**src/common/flow_pkg.sv**
```systemverilog
/* Descriptor layouts for immediate writes to legacy I2C targets only.
   Bit positions follow the HCI command, response and DAT formats. */
package flow_pkg;

  typedef logic [63:0] cmd_desc_t;
  typedef logic [31:0] resp_desc_t;
  typedef logic [63:0] dat_entry_t;
  typedef logic [7:0]  fmt_byte_t;
  typedef logic [3:0]  tid_t;
  typedef logic [2:0]  dtt_t;
  typedef logic [4:0]  dev_index_t;
  typedef logic [6:0]  i2c_addr_t;

  typedef enum logic [2:0] {
    RegularTransfer       = 3'd0,
    ImmediateDataTransfer = 3'd1,
    AddressAssignment     = 3'd2,
    ComboTransfer         = 3'd3,
    InternalControl       = 3'd7
  } cmd_attr_e;

  typedef enum logic [3:0] {
    Success      = 4'h0,
    NotSupported = 4'hC
  } resp_err_e;

  typedef enum logic [2:0] {
    Idle        = 3'd0,
    WaitForCmd  = 3'd1,
    FetchDat    = 3'd2,
    I2cWriteImm = 3'd3,
    WriteResp   = 3'd4
  } flow_state_e;

  // Command descriptor fields
  localparam int unsigned CmdAttrLsb   = 0;
  localparam int unsigned CmdAttrMsb   = 2;
  localparam int unsigned CmdTidLsb    = 3;
  localparam int unsigned CmdTidMsb    = 6;
  localparam int unsigned CmdDevIdxLsb = 16;
  localparam int unsigned CmdDevIdxMsb = 20;
  localparam int unsigned CmdDttLsb    = 23;
  localparam int unsigned CmdDttMsb    = 25;
  localparam int unsigned CmdTocBit    = 31;
  localparam int unsigned CmdDataLsb   = 32;
  localparam int unsigned CmdDataMsb   = 63;

  // Response descriptor fields
  localparam int unsigned RespLenLsb    = 0;
  localparam int unsigned RespLenMsb    = 15;
  localparam int unsigned RespTidLsb    = 24;
  localparam int unsigned RespTidMsb    = 27;
  localparam int unsigned RespStatusLsb = 28;
  localparam int unsigned RespStatusMsb = 31;

  // DAT entry fields
  localparam int unsigned DatAddrLsb   = 0;
  localparam int unsigned DatAddrMsb   = 6;
  localparam int unsigned DatLegacyBit = 31;

  // DTT values from here up carry a defining byte in data byte 1
  localparam dtt_t DttDefByteMin = 3'd5;

endpackage

```
**src/cmd_fetch.sv**
```systemverilog
/* Fields stay valid from the cycle after accept until the next accept.
   Attribute codes outside cmd_attr_e pass through the cast unchanged. */
module cmd_fetch
  import flow_pkg::*;
(
  input  logic        clk_i,
  input  logic        rst_ni,
  input  logic        fetch_en_i,
  input  logic        cmd_queue_rvalid_i,
  output logic        cmd_queue_rready_o,
  input  cmd_desc_t   cmd_queue_rdata_i,
  output logic        cmd_taken_o,
  output cmd_attr_e   attr_o,
  output tid_t        tid_o,
  output dev_index_t  dev_index_o,
  output dtt_t        dtt_o,
  output logic        toc_o,
  output logic [31:0] data_bytes_o
);

  cmd_desc_t desc_q;

  // Ready follows the FSM request directly
  assign cmd_queue_rready_o = fetch_en_i;
  assign cmd_taken_o        = cmd_queue_rvalid_i && cmd_queue_rready_o;

  always_ff @(posedge clk_i) begin
    if (cmd_taken_o) begin
      desc_q <= cmd_queue_rdata_i;
    end
  end

  // Field decode of the held descriptor
  assign attr_o       = cmd_attr_e'(desc_q[CmdAttrMsb:CmdAttrLsb]);
  assign tid_o        = desc_q[CmdTidMsb:CmdTidLsb];
  assign dev_index_o  = desc_q[CmdDevIdxMsb:CmdDevIdxLsb];
  assign dtt_o        = desc_q[CmdDttMsb:CmdDttLsb];
  assign toc_o        = desc_q[CmdTocBit];
  assign data_bytes_o = desc_q[CmdDataMsb:CmdDataLsb];

  // Fetch drops right after an accept so each command takes one descriptor
  a_single_accept: assert property (
    @(posedge clk_i) disable iff (!rst_ni)
    cmd_taken_o |=> !fetch_en_i
  );

endmodule

```
**src/dat_reader.sv**
```systemverilog
/* Assumes the DAT returns data exactly one cycle after the read strobe.
   dat_done follows dat_start by a fixed 3 cycles. */
module dat_reader
  import flow_pkg::*;
#(
  parameter int unsigned DatDepth = 32
) (
  input  logic                        clk_i,
  input  logic                        rst_ni,
  input  logic                        dat_start_i,
  input  dev_index_t                  dev_index_i,
  output logic                        dat_read_valid_o,
  output logic [$clog2(DatDepth)-1:0] dat_index_o,
  input  dat_entry_t                  dat_rdata_i,
  output logic                        dat_done_o,
  output i2c_addr_t                   static_addr_o,
  output logic                        legacy_i2c_o
);

  localparam int unsigned IdxW = $clog2(DatDepth);

  logic read_q;
  logic capture_q;
  logic done_q;

  always_ff @(posedge clk_i or negedge rst_ni) begin
    if (!rst_ni) begin
      read_q    <= 1'b0;
      capture_q <= 1'b0;
      done_q    <= 1'b0;
    end else begin
      read_q    <= dat_start_i;
      capture_q <= read_q;
      done_q    <= capture_q;
    end
  end

  // Entry is on the bus in the cycle after the strobe
  always_ff @(posedge clk_i) begin
    if (capture_q) begin
      static_addr_o <= dat_rdata_i[DatAddrMsb:DatAddrLsb];
      legacy_i2c_o  <= dat_rdata_i[DatLegacyBit];
    end
  end

  assign dat_read_valid_o = read_q;
  assign dat_index_o      = IdxW'(dev_index_i);
  assign dat_done_o       = done_q;

  a_read_pulse: assert property (
    @(posedge clk_i) disable iff (!rst_ni)
    dat_read_valid_o |=> !dat_read_valid_o
  );

endmodule

```
**src/imm_byte_seq.sv**
```systemverilog
/* Sends the address byte then up to four data bytes; a defining byte is never sent.
   DTT 0 and 5 send the address alone. Inputs must hold while the sequence runs. */
module imm_byte_seq
  import flow_pkg::*;
(
  input  logic        clk_i,
  input  logic        rst_ni,
  input  logic        seq_start_i,
  input  i2c_addr_t   static_addr_i,
  input  dtt_t        dtt_i,
  input  logic        toc_i,
  input  logic [31:0] data_bytes_i,
  output logic        fmt_valid_o,
  input  logic        fmt_ready_i,
  output fmt_byte_t   fmt_byte_o,
  output logic        fmt_start_o,
  output logic        fmt_stop_o,
  output logic        seq_done_o
);

  logic       busy_q;
  logic       done_q;
  logic [2:0] cnt_q;
  logic       use_def;
  dtt_t       last_idx;
  logic       last_entry;
  logic       fmt_fire;
  logic [1:0] byte_sel;
  fmt_byte_t  data_byte;

  assign use_def    = dtt_i >= DttDefByteMin;
  assign last_idx   = use_def ? dtt_i - DttDefByteMin : dtt_i;
  assign last_entry = cnt_q == last_idx;
  assign fmt_fire   = busy_q && fmt_ready_i;

  // Entry k carries data byte k, or k+1 when byte 1 is the defining byte
  assign byte_sel = 2'(cnt_q + {2'b00, use_def} - 3'd1);

  always_comb begin
    unique case (byte_sel)
      2'd0: data_byte = data_bytes_i[7:0];
      2'd1: data_byte = data_bytes_i[15:8];
      2'd2: data_byte = data_bytes_i[23:16];
      default: data_byte = data_bytes_i[31:24];
    endcase
  end

  always_ff @(posedge clk_i or negedge rst_ni) begin
    if (!rst_ni) begin
      busy_q <= 1'b0;
      done_q <= 1'b0;
      cnt_q  <= '0;
    end else begin
      done_q <= fmt_fire && last_entry;
      if (seq_start_i) begin
        busy_q <= 1'b1;
        cnt_q  <= '0;
      end else if (fmt_fire) begin
        if (last_entry) begin
          busy_q <= 1'b0;
        end else begin
          cnt_q <= cnt_q + 3'd1;
        end
      end
    end
  end

  // Entry 0 is the address with the write bit clear
  assign fmt_byte_o  = (cnt_q == '0) ? {static_addr_i, 1'b0} : data_byte;
  assign fmt_start_o = cnt_q == '0;
  assign fmt_stop_o  = toc_i && last_entry;
  assign fmt_valid_o = busy_q;
  assign seq_done_o  = done_q;

  a_fmt_stable: assert property (
    @(posedge clk_i) disable iff (!rst_ni)
    fmt_valid_o && !fmt_ready_i |=> fmt_valid_o && $stable(fmt_byte_o)
      && $stable(fmt_start_o) && $stable(fmt_stop_o)
  );

endmodule

```
**src/flow_ctrl_fsm.sv**
```systemverilog
/* One command in flight at a time; the response length is always zero.
   Only immediate commands to legacy I2C entries are executed. */
module flow_ctrl_fsm
  import flow_pkg::*;
(
  input  logic       clk_i,
  input  logic       rst_ni,
  input  logic       fsm_en_i,
  output logic       fsm_idle_o,
  output logic       fetch_en_o,
  input  logic       cmd_taken_i,
  input  cmd_attr_e  attr_i,
  input  tid_t       tid_i,
  output logic       dat_start_o,
  input  logic       dat_done_i,
  input  logic       legacy_i2c_i,
  output logic       seq_start_o,
  input  logic       seq_done_i,
  output logic       resp_wvalid_o,
  input  logic       resp_wready_i,
  output resp_desc_t resp_wdata_o
);

  flow_state_e state_q, state_d;
  logic        dat_start_q, dat_start_d;
  logic        seq_start_q, seq_start_d;
  logic        resp_valid_q;
  logic        resp_load;
  resp_err_e   resp_status_d;
  resp_desc_t  resp_data_q, resp_next;

  always_comb begin
    state_d       = state_q;
    dat_start_d   = 1'b0;
    seq_start_d   = 1'b0;
    resp_load     = 1'b0;
    resp_status_d = Success;
    unique case (state_q)
      Idle: begin
        if (fsm_en_i) state_d = WaitForCmd;
      end
      WaitForCmd: begin
        if (cmd_taken_i) begin
          state_d     = FetchDat;
          dat_start_d = 1'b1;
        end
      end
      FetchDat: begin
        if (dat_done_i) begin
          if (attr_i == ImmediateDataTransfer && legacy_i2c_i) begin
            state_d     = I2cWriteImm;
            seq_start_d = 1'b1;
          end else begin
            // Non-immediate command, or an I3C target
            state_d       = WriteResp;
            resp_load     = 1'b1;
            resp_status_d = NotSupported;
          end
        end
      end
      I2cWriteImm: begin
        if (seq_done_i) begin
          state_d   = WriteResp;
          resp_load = 1'b1;
        end
      end
      WriteResp: begin
        if (resp_wready_i) state_d = Idle;
      end
      default: state_d = Idle;
    endcase
  end

  // Response word built from the held TID
  always_comb begin
    resp_next = '0;
    resp_next[RespStatusMsb:RespStatusLsb] = resp_status_d;
    resp_next[RespTidMsb:RespTidLsb]       = tid_i;
    resp_next[RespLenMsb:RespLenLsb]       = '0;
  end

  always_ff @(posedge clk_i or negedge rst_ni) begin
    if (!rst_ni) begin
      state_q      <= Idle;
      dat_start_q  <= 1'b0;
      seq_start_q  <= 1'b0;
      resp_valid_q <= 1'b0;
    end else begin
      state_q     <= state_d;
      dat_start_q <= dat_start_d;
      seq_start_q <= seq_start_d;
      if (resp_load) begin
        resp_valid_q <= 1'b1;
      end else if (resp_valid_q && resp_wready_i) begin
        resp_valid_q <= 1'b0;
      end
    end
  end

  always_ff @(posedge clk_i) begin
    if (resp_load) resp_data_q <= resp_next;
  end

  assign fsm_idle_o    = state_q == Idle;
  assign fetch_en_o    = state_q == WaitForCmd;
  assign dat_start_o   = dat_start_q;
  assign seq_start_o   = seq_start_q;
  assign resp_wvalid_o = resp_valid_q;
  assign resp_wdata_o  = resp_data_q;

  a_resp_in_state: assert property (
    @(posedge clk_i) disable iff (!rst_ni)
    resp_wvalid_o |-> state_q == WriteResp
  );

endmodule

```
**src/flow_active.sv**
```systemverilog
/* Executes immediate writes to legacy I2C targets; every other command gets NotSupported.
   DAT index width is $clog2(DatDepth), the device index is truncated to fit. */
module flow_active
  import flow_pkg::*;
#(
  parameter int unsigned DatDepth = 32
) (
  input  logic                        clk_i,
  input  logic                        rst_ni,
  input  logic                        fsm_en_i,
  output logic                        fsm_idle_o,
  input  logic                        cmd_queue_rvalid_i,
  output logic                        cmd_queue_rready_o,
  input  cmd_desc_t                   cmd_queue_rdata_i,
  output logic                        dat_read_valid_o,
  output logic [$clog2(DatDepth)-1:0] dat_index_o,
  input  dat_entry_t                  dat_rdata_i,
  output logic                        fmt_valid_o,
  input  logic                        fmt_ready_i,
  output fmt_byte_t                   fmt_byte_o,
  output logic                        fmt_start_o,
  output logic                        fmt_stop_o,
  output logic                        resp_wvalid_o,
  input  logic                        resp_wready_i,
  output resp_desc_t                  resp_wdata_o
);

  logic        fetch_en;
  logic        cmd_taken;
  cmd_attr_e   attr;
  tid_t        tid;
  dev_index_t  dev_index;
  dtt_t        dtt;
  logic        toc;
  logic [31:0] data_bytes;

  logic        dat_start;
  logic        dat_done;
  i2c_addr_t   static_addr;
  logic        legacy_i2c;

  logic        seq_start;
  logic        seq_done;

  cmd_fetch u_cmd_fetch (
    .clk_i,
    .rst_ni,
    .fetch_en_i         (fetch_en),
    .cmd_queue_rvalid_i,
    .cmd_queue_rready_o,
    .cmd_queue_rdata_i,
    .cmd_taken_o        (cmd_taken),
    .attr_o             (attr),
    .tid_o              (tid),
    .dev_index_o        (dev_index),
    .dtt_o              (dtt),
    .toc_o              (toc),
    .data_bytes_o       (data_bytes)
  );

  dat_reader #(
    .DatDepth(DatDepth)
  ) u_dat_reader (
    .clk_i,
    .rst_ni,
    .dat_start_i     (dat_start),
    .dev_index_i     (dev_index),
    .dat_read_valid_o,
    .dat_index_o,
    .dat_rdata_i,
    .dat_done_o      (dat_done),
    .static_addr_o   (static_addr),
    .legacy_i2c_o    (legacy_i2c)
  );

  imm_byte_seq u_imm_byte_seq (
    .clk_i,
    .rst_ni,
    .seq_start_i  (seq_start),
    .static_addr_i(static_addr),
    .dtt_i        (dtt),
    .toc_i        (toc),
    .data_bytes_i (data_bytes),
    .fmt_valid_o,
    .fmt_ready_i,
    .fmt_byte_o,
    .fmt_start_o,
    .fmt_stop_o,
    .seq_done_o   (seq_done)
  );

  flow_ctrl_fsm u_flow_ctrl_fsm (
    .clk_i,
    .rst_ni,
    .fsm_en_i,
    .fsm_idle_o,
    .fetch_en_o   (fetch_en),
    .cmd_taken_i  (cmd_taken),
    .attr_i       (attr),
    .tid_i        (tid),
    .dat_start_o  (dat_start),
    .dat_done_i   (dat_done),
    .legacy_i2c_i (legacy_i2c),
    .seq_start_o  (seq_start),
    .seq_done_i   (seq_done),
    .resp_wvalid_o,
    .resp_wready_i,
    .resp_wdata_o
  );

endmodule

```
**config.mk**
```make
export PLATFORM = sky130hd
export DESIGN_NAME = flow_active
export DESIGN_NICKNAME = d
export VERILOG_FILES = /design/src/common/flow_pkg.sv /design/src/cmd_fetch.sv /design/src/dat_reader.sv /design/src/imm_byte_seq.sv /design/src/flow_ctrl_fsm.sv /design/src/flow_active.sv
export SDC_FILE = /design/constraint.sdc
export NUM_CORES = 1
export LEC_CHECK = 0
export ABC_AREA = 1
export BUFFER_PORTS_ARGS = -buffer_cell sky130_fd_sc_hd__buf_2
export CELL_PAD_IN_SITES_DETAIL_PLACEMENT = 0
export CELL_PAD_IN_SITES_GLOBAL_PLACEMENT = 2
export CORE_ASPECT_RATIO = 0.9
export CORE_MARGIN = 2
export CORE_UTILIZATION = 25
export DETAILED_ROUTE_END_ITERATION = 10
export PLACE_DENSITY = 0.88
export SYNTH_ARGS = -nofsm -noshare
export SYNTH_HDL_FRONTEND = slang
export SYNTH_HIERARCHICAL = 1
export SYNTH_SLANG_ARGS = --single-unit
```
**constraint.sdc**
```tcl
create_clock -name clk_i -period 2.7 [get_ports clk_i]
set_input_delay 0 -clock clk_i [delete_from_list [all_inputs] [get_ports clk_i]]
set_output_delay 0 -clock clk_i [all_outputs]
set_load 0.05 [all_outputs]
```
* After elaboration in Yosys (flattened, before gate mapping)
Index checks and enable logic that the tools add are counted.
** Word-level totals
- Register bits after elaboration :: 94
- Input bits :: 134
- Logic and storage cells :: 78
** Cells by class
- Add/sub/neg operators :: 4
- Magnitude comparators :: 1
- Equality and inequality tests :: 14
- Mux-type cells :: 28
- Reductions and logical operators :: 16
** Operator list (count)
- 3-bit 2-to-1 mux :: 10
- 8-bit one-hot mux with 3 select lines :: 1
- 3-bit one-hot mux with 5 select lines :: 1
- 1-bit 2-to-1 mux :: 13
- 2-bit inequality test, second input constant :: 5
- 8-bit 2-to-1 mux :: 1
- 3-bit by 1-bit equality test with 1-bit output, second input constant :: 2
- 3-bit by 2-bit equality test with 1-bit output, second input constant :: 2
- 1-bit logical AND :: 6
- 3-bit logical NOT :: 2
- 2-bit AND reduction :: 3
- 2-bit nonzero test :: 3
- 5-bit AND reduction :: 1
- 4-bit 2-to-1 mux :: 1
- 3-bit by 1-bit adder with 3-bit output, second input constant :: 1
- 3-bit equality test :: 1
- 3-bit equality test, second input constant :: 1
- 3-bit greater-or-equal comparator, second input constant :: 1
- 3-bit subtractor, second input constant :: 1
- 2-bit by 1-bit adder with 2-bit output :: 1
- 2-bit by 1-bit equality test with 1-bit output, second input constant :: 1
- 2-bit equality test, second input constant :: 1
- 2-bit logical NOT :: 1
- 2-bit by 1-bit inequality test with 1-bit output, second input constant :: 1
- other kinds (2) :: 2

* Logic depth before layout (Yosys ltp)
Gate-level depths: netlist (run 1).
- Word-level depth :: 6
- Depth in mapped cells :: 13

* By module
Netlist (run 1), hierarchy kept.
** Modules (own cells, without submodules)
- cmd_fetch :: times used 1, cells an instance 51, area an instance 1456.4 um2, sequential area each 1441.4 um2
- imm_byte_seq :: times used 1, cells an instance 124, area an instance 733.2 um2, sequential area each 125.1 um2
- flow_ctrl_fsm :: times used 1, cells an instance 88, area an instance 711.9 um2, sequential area each 300.3 um2
- dat_reader :: times used 1, cells an instance 16, area an instance 352.8 um2, sequential area each 315.3 um2

* Worst setup path after synthesis (run 1)
No wires, ideal clock.
- Path type :: register -> output
- Start :: reg u_cmd_fetch.desc_q[24]
- End :: out fmt_byte_o[0]
- Arrival time :: 2402 ps
- Slack :: 298 ps
- Stages on the path, launching flop included :: 12
- Path buffers :: 0
- Cell sequence :: edfxtp_1 -> inv_2 -> ha_1 -> inv_1 -> nand2_1 -> nand2_1 -> ha_1 -> xnor2_2 -> inv_4 -> nor2_8 -> nand2_1 -> a31oi_1
** Between the ends
- Cells in the longest elaborated chain, start to end :: 6
- Elaborated cells on any way between the ends :: 8
- Those cells by class :: add/sub: 2; order compare: 1; eq/ne: 2; mux: 2; reduce/logical: 1
** Ends and longest elaborated chain
- start, declared :: RTL line cmd_fetch.sv:21 : cmd_desc_t desc_q;
- start signal, assigned :: RTL line cmd_fetch.sv:29 : desc_q <= cmd_queue_rdata_i;
- 3-bit greater-or-equal comparator (*) :: RTL line imm_byte_seq.sv:31 : assign use_def = dtt_i >= DttDefByteMin;
- 2-bit by 1-bit adder with 2-bit output (*) :: RTL line imm_byte_seq.sv:37 : assign byte_sel = 2'(cnt_q + {2'b00, use_def} - 3'd1);
- 2-bit by 1-bit subtractor with 2-bit output (*) :: RTL line imm_byte_seq.sv:37
- 2-bit equality test, or another cell as far along :: RTL line imm_byte_seq.sv:40 : unique case (byte_sel)
- 8-bit one-hot mux with 3 select lines (*) :: RTL line imm_byte_seq.sv:40
- 8-bit 2-to-1 mux (*) :: RTL line imm_byte_seq.sv:69 : assign fmt_byte_o = (cnt_q == '0) ? {static_addr_i, 1'b0} : data_byte;
- end, declared :: RTL line flow_active.sv:20 : output fmt_byte_t fmt_byte_o,
Mark *: on every way between the ends. The rest lies on a longest branch, timed or not.

* Worst setup path in the final report (run 1)
- Start :: reg u_cmd_fetch.desc_q[24]
- End :: out fmt_byte_o[4]
The elaborated chain is that of the path after synthesis.

==> impl_metrics.env, run 1 <==
export IMPL_coreArea_um2=12700
export IMPL_drv_slew=0
export IMPL_insertedDiodeCount=0
export IMPL_crit_path_end_kind="output pin"
export IMPL_ff2ff_setup_slack_ns=0.96
export IMPL_r2r_end="u_cmd_fetch/desc_q[56]$_DFFE_PP_"
export IMPL_drv_cap=0
export IMPL_max_freq_ghz=0.392
export IMPL_grt_usage_pct=11.1
export IMPL_r2r_start="u_flow_ctrl_fsm/state_q[2]$_DFFE_PN0P_"
export IMPL_first_pass_iters=6
export IMPL_seq_area_frac_synth_pct=67.1
export IMPL_via_per_inst=3.97
export IMPL_ys_warn_count=6
export IMPL_clock_latency_ns=0.33
export IMPL_fin_crit_sh_pct=94.4
export IMPL_p_leak_nw=2.10
export IMPL_power_total_mw=5.02
export IMPL_drc=0
export IMPL_rows=39
export IMPL_io_buffer_count=87
export IMPL_cts_tree="built"
export IMPL_drtIter0Drc=107
export IMPL_yosys_area_top_type="edfxtp_1"
export IMPL_setup_slack_ns=0.150
export IMPL_critPathArrivalTime_ns=2.55
export IMPL_wl_per_cell_um=12.7
export IMPL_cpPeakStageDelay_ns=0.43
export IMPL_overflow=0
export IMPL_hpwlAfterDp_um=4940
export IMPL_post_place_ws_ns=0.392
export IMPL_clk_path_buf_depth=2
export IMPL_avgSynthCellArea_um2=11.7
export IMPL_ys_types=28
export IMPL_cts_clk_slew_worst_paths_ns=0.06
export IMPL_finalSetupViolCount=0
export IMPL_multiInputGateArea_um2=807
export IMPL_run_status="complete, no violations"
export IMPL_register_area_um2=2180
export IMPL_hold_path_class="input pin to async pin"
export IMPL_syn_inst=279
export IMPL_synthMostInstantiatedCell="nand2_1"
export IMPL_final_area_um2=4710
export IMPL_ctsHtreeMaxLevel=3
export IMPL_fin_nets=570
export IMPL_synth_edff_count=61
export IMPL_wl_um=7600
export IMPL_synthTopCellsByArea="edfxtp_1 (56%), dfrtp_1 (11%), nand2_1 (7.8%)"
export IMPL_synth_top_cell_area_share_pct=56.3
export IMPL_postSynth_asyncResetShare_pct=18.7
export IMPL_cp_max_fo=8
export IMPL_postPlaceCellArea_um2=3760
export IMPL_cts_buffers=9
export IMPL_finalCriticalPeriod_ns=2.55
export IMPL_grt_pass1_vias=2471
export IMPL_cp_required_ns=2.70
export IMPL_die_h_um=112
export IMPL_irDropWorstVdd_v=0.000598
export IMPL_worstPathCellList="inv_2, ha_1, inv_1, nand2_2, nand2_1, ha_2, xnor2_2, buf_4, nor2_4, nand2_1, nand3_1, a21oi_1, o21ai_1, buf_2"
export IMPL_reg2reg_depth=6
export IMPL_synth_area_um2=3250
export IMPL_setup_tns_ns=0
export IMPL_fin_skew_ns=0.00634
export IMPL_n_fill_cell=1241
export IMPL_critical_path_class="flop to output pin"
export IMPL_synth_ff_type="edfxtp_1"
export IMPL_numClockSinks=75
export IMPL_grt_pass1_wl_um=12000
export IMPL_cp_slowest_cell="edfxtp_1"
export IMPL_io_pins=186
export IMPL_layout_drive_gt1_share_pct=27.8
export IMPL_gp_congestion=0.684
export IMPL_ant_nets=0
export IMPL_area_growth_pct=44.6
export IMPL_clockRootBuffer="clkbuf_16"
export IMPL_die_x_um=124
export IMPL_hold_viol=0
export IMPL_die_area_um2=13900
export IMPL_grt_max_degree=26
export IMPL_synth_common_cells="nand2_1 (68), edfxtp_1 (61), buf_4 (33), inv_1 (25), nand3_1 (19)"
export IMPL_power_density_nw_per_um2=1070
export IMPL_synth_seq_cells=75
export IMPL_via_count=2382
export IMPL_cp_common_cell="nand2_1"
export IMPL_worstSetupStartpointType="flop"
export IMPL_antenna_found_initial=0
export IMPL_start_util_pct=25.7
export IMPL_final_util_pct=37.1
[layer usage]
layer	GRT usage [%]	share of wire (%)
met5	0	0
met4	4.34	1.6
met3	4.19	7.4
met2	19.1	48
met1	12.6	42
[state kept, by name, summed over array words and instances, names as in the netlist]
name,flops
u_flow_ctrl_fsm/state_q,3
u_imm_byte_seq/fmt_valid_o,1
u_dat_reader/dat_read_valid_o,1
u_imm_byte_seq/cnt_q,3
u_flow_ctrl_fsm/seq_start_o,1
u_dat_reader/legacy_i2c_o,1
u_flow_ctrl_fsm/dat_start_o,1
u_flow_ctrl_fsm/resp_wvalid_o,1
u_dat_reader/static_addr_o,7
u_dat_reader/dat_done_o,1
u_cmd_fetch/desc_q,48
u_flow_ctrl_fsm/resp_wdata_o,5
u_dat_reader/capture_q,1
u_imm_byte_seq/seq_done_o,1
[report_power, final]
| part | internal, mW | switching [mW] | total (mW) | leakage (nW) |
|---|---|---|---|---|
| Sequential | 1.45 | 0.0965 | 1.55 | 0.742 |
| Clock | 0.772 | 0.453 | 1.23 | 0.152 |
| Combinational | 0.663 | 1.59 | 2.25 | 1.21 |
| Total | 2.89 | 2.14 | 5.02 | 2.10 |
[per-stage QoR]
stage / std cells / hold WS, ns
3_5_place_dp: 523 / -0.0650
3_3_place_gp: 523 / -0.0824
4_1_cts: 598 / 0.113
6_report: 600 / 0.110
2_1_floorplan: 304 / -0.296
5_1_grt: 600 / 0.161
[critical path: cells and delay by family, from the launching register on]
kind / cells / cell delay [ns]
simple gates: 5 / 0.57
buf+inv: 4 / 0.58
flops: 1 / 0.43
xor+xnor: 1 / 0.16
fa+ha+maj: 2 / 0.32
compound gates: 2 / 0.15
[worst max-delay path by stage]
stage                                          start  slack [ns]            end
global route        u_cmd_fetch/desc_q[24]$_DFFE_PP_       -0.02  fmt_byte_o[7]
global placement    u_cmd_fetch/desc_q[24]$_DFFE_PP_        0.42  fmt_byte_o[3]
floorplan           u_cmd_fetch/desc_q[24]$_DFFE_PP_        0.30  fmt_byte_o[0]
CTS                 u_cmd_fetch/desc_q[24]$_DFFE_PP_       0.002  fmt_byte_o[0]
finish              u_cmd_fetch/desc_q[24]$_DFFE_PP_        0.15  fmt_byte_o[4]
detailed placement  u_cmd_fetch/desc_q[24]$_DFFE_PP_        0.39  fmt_byte_o[0]
[area by class of cell]
cell class | instances | share of cell area, %
Timing Repair Buffer | 150 | 23.2
Multi-Input combinational cell | 166 | 17.1
Inverter | 29 | 2.39
Sequential cell | 75 | 46.4
Clock inverter | 4 | 1.04
Clock buffer | 12 | 5.48
Tap cell | 164 | 4.36
[layout by cell type (no fill, tap or decap), types with 8 or more instances in the layout]
master and n:
dfrtp_1 14, buf_2 80, o21ai_1 8, nor2_1 13
nand2_1 67, nand3_1 19, conb_1 26, dlygate4sd3_1 59
clkbuf_16 10, inv_1 23, edfxtp_1 61
[what timing repair did]
action / 4_1_cts / 5_1_grt
hold buffers: 59 / 0
gates resized for setup: 0 / 18
endpoints found under the hold margin: 73 / 0
setup buffers: 0 / 2
setup endpoints to repair: 0 / 8
[cells by family (layout without fill, tap and decap cells)]
logic type	Yosys count	in the layout	synth area share, %
fa+ha+maj	5	5	1.92
compound gates	19	19	3.04
buf+inv	63	195	11.2
other cells	1	26	0.115
flops	75	75	67.1
xor+xnor	2	2	0.769
simple gates	114	114	15.9
Power figures use the tool's default switching activity.
==> run 2: changes to the inputs <==
- clock period: 2.7 -> 2.55 ns (I/O delays scaled with it)
==> run 2 against run 1 <==
Against the previous run: total power is 9.2% higher; clock power is 11% higher; non-clock buffer count up 2; combinational power increased by 9.8%; worst hold slack better by 0.0080 ns; register-to-register slack lost 0.20 ns; sequential power increased by 6%; core utilization is 0.68 points higher; routed wire length shrank 2.7%; cell area increased by 1.8%; clock-buffer cell count fell by 2.
==> impl_metrics.env, run 2 (synthesis results as in run 1) <==
export IMPL_run_status="complete, no violations"
export IMPL_mostFrequentLayoutCells="buf_2 (79), nand2_1 (65), edfxtp_1 (61)"
export IMPL_holdWs_ns=0.118
export IMPL_cts_buffers=9
export IMPL_cp_required_ns=2.55
export IMPL_grt_usage_pct=11.1
export IMPL_drv_slew=0
export IMPL_wl_um=7390
export IMPL_post_place_ws_ns=0.254
export IMPL_final_util_pct=37.8
export IMPL_hpwlAfterDp_um=4830
export IMPL_power_frac_clock_pct=24.9
export IMPL_antenna_found_initial=0
export IMPL_start_util_pct=25.7
export IMPL_clockRootBuffer="clkbuf_16"
export IMPL_top_layer_used="met4"
export IMPL_hold_viol=0
export IMPL_power_density_nw_per_um2=1140
export IMPL_rows=39
export IMPL_regMostFlops="u_cmd_fetch/desc_q"
export IMPL_ant_nets=0
export IMPL_hold_path_class="input pin to async pin"
export IMPL_grt_pass1_vias=2504
export IMPL_route_met2_wl_um=3550
export IMPL_worstSetupStartpointType="flop"
export IMPL_sw_frac_of_total_pct=41.9
export IMPL_critical_path_class="flop to output pin"
export IMPL_via_per_inst=3.97
export IMPL_numClockSinks=75
export IMPL_cts_tree="built"
export IMPL_clock_latency_ns=0.33
export IMPL_die_h_um=112
export IMPL_worst_pin_slew_ns=0.522
export IMPL_irDropWorstVdd_v=0.000516
export IMPL_ff2ff_setup_slack_ns=0.76
export IMPL_die_area_um2=13900
export IMPL_drv_cap=0
export IMPL_met1_length_um=3220
export IMPL_layout_drive_gt1_share_pct=29.0
export IMPL_insertedDiodeCount=0
export IMPL_drc=0
export IMPL_fin_nets=572
export IMPL_gp_congestion=0.687
export IMPL_r2r_start="u_flow_ctrl_fsm/state_q[2]$_DFFE_PN0P_"
export IMPL_crit_path_end_kind="output pin"
export IMPL_p_leak_nw=2.12
export IMPL_coreArea_um2=12700
export IMPL_io_buffer_count=87
export IMPL_max_freq_ghz=0.420
export IMPL_finalSetupViolCount=0
export IMPL_comb_power_share_pct=45.1
export IMPL_critPathArrivalTime_ns=2.38
export IMPL_layout_commonest_cell="buf_2"
export IMPL_r2r_end="u_cmd_fetch/desc_q[37]$_DFFE_PP_"
export IMPL_first_pass_iters=4
export IMPL_max_slew_margin_pct=65.2
export IMPL_finalCriticalPeriod_ns=2.38
export IMPL_ctsHtreeMaxLevel=3
export IMPL_clk_path_buf_depth=2
export IMPL_power_internal_mw=3.19
export IMPL_cts_clk_slew_worst_paths_ns=0.06
export IMPL_fin_skew_ns=0.0114
export IMPL_setup_slack_ns=0.168
export IMPL_largest_reg_flops=48
export IMPL_area_growth_pct=47.3
export IMPL_seq_power_share_pct=30.0
export IMPL_io_pins=186
export IMPL_cp_max_fo=8
export IMPL_p_sw_mw=2.30
export IMPL_overflow=0
export IMPL_wl_per_cell_um=12.3
export IMPL_drtIter0Drc=89
export IMPL_die_x_um=124
export IMPL_grt_max_degree=26
export IMPL_via_count=2387
export IMPL_grt_pass1_wl_um=12200
export IMPL_reg2reg_depth=6
export IMPL_dr_wl_met3_um=556
export IMPL_fin_crit_sh_pct=93.4
-- run 2: cell types whose count changed in the layout (fill, tap and decap cells not counted), sizes merged --
cell      delta
buf          +3
bufinv       +1
clkbuf       -3
clkinv       -1
clkinvlp     +1
inv          +1
-- run 2: repair_timing --
action,in CTS,in global routing
setup endpoints to repair,8,8
endpoints found under the hold margin,73,0
hold buffers,59,0
pin swaps,3,8
buffers inserted,2,2
gates resized for setup,10,11
-- run 2: stage by stage --
stage                TNS, ns  std cells  cell area, µm²  total power [mW]
finish                     0        602            4790              5.49
global route        -0.00577        602            4790              5.79
CTS                        0        600            4720              5.43
detailed placement         0        523            3760              3.84
global placement           0        523            3760              3.83
floorplan                  0        304            3350              3.37
-- run 2: routing by layer --
metal  vias up  global-route usage, %
met2        96                   18.8
met1      1103                   13.1
met3         7                   4.43
li1       1181                      -
met4         0                   2.92
met5         -                      0
-- run 2: area by class of cell --
| type | count | area (µm²) |
|---|---|---|
| fill | 1232 | 7890 |
| sequential | 75 | 2180 |
| timing repair buffer | 152 | 1120 |
| multi-input combinational | 166 | 846 |
| clock buffer | 10 | 229 |
| tap | 164 | 205 |
| inverter | 29 | 113 |
| clock inverter | 6 | 96.3 |
-- run 2: critical path: stages, from the launching register on --
cell and delay [ns]:
edfxtp_1 0.42, inv_2 0.10, ha_4 0.12, inv_1 0.05, nand2_2 0.07, nand2_2 0.06, ha_4 0.18, xnor2_4 0.13
buf_6 0.13, nor2_4 0.22, nand2_1 0.10, nand4_1 0.08, o21ai_1 0.07, o21ai_1 0.15, buf_6 0.18
-- run 2: worst max path at each step --
stage	start	to	slack [ns]	depth (start not counted)
2_1_floorplan	u_cmd_fetch/desc_q[24]$_DFFE_PP_	fmt_byte_o[0]	0.15	11
3_3_place_gp	u_cmd_fetch/desc_q[24]$_DFFE_PP_	fmt_byte_o[3]	0.27	13
3_5_place_dp	u_cmd_fetch/desc_q[24]$_DFFE_PP_	fmt_byte_o[6]	0.25	13
4_1_cts	u_cmd_fetch/desc_q[24]$_DFFE_PP_	fmt_byte_o[6]	0.004	14
5_1_grt	u_cmd_fetch/desc_q[24]$_DFFE_PP_	fmt_byte_o[6]	-0.006	14
6_report	u_cmd_fetch/desc_q[24]$_DFFE_PP_	fmt_byte_o[6]	0.17	14
-- run 2: power by group through the flow --
stage	sequential, mW	combinational [mW]	clock [mW]
5_1_grt	1.66	2.67	1.45
4_1_cts	1.64	2.39	1.40
2_1_floorplan	1.68	1.69	0
6_report	1.65	2.47	1.37
3_5_place_dp	1.66	2.18	0
3_3_place_gp	1.66	2.17	0
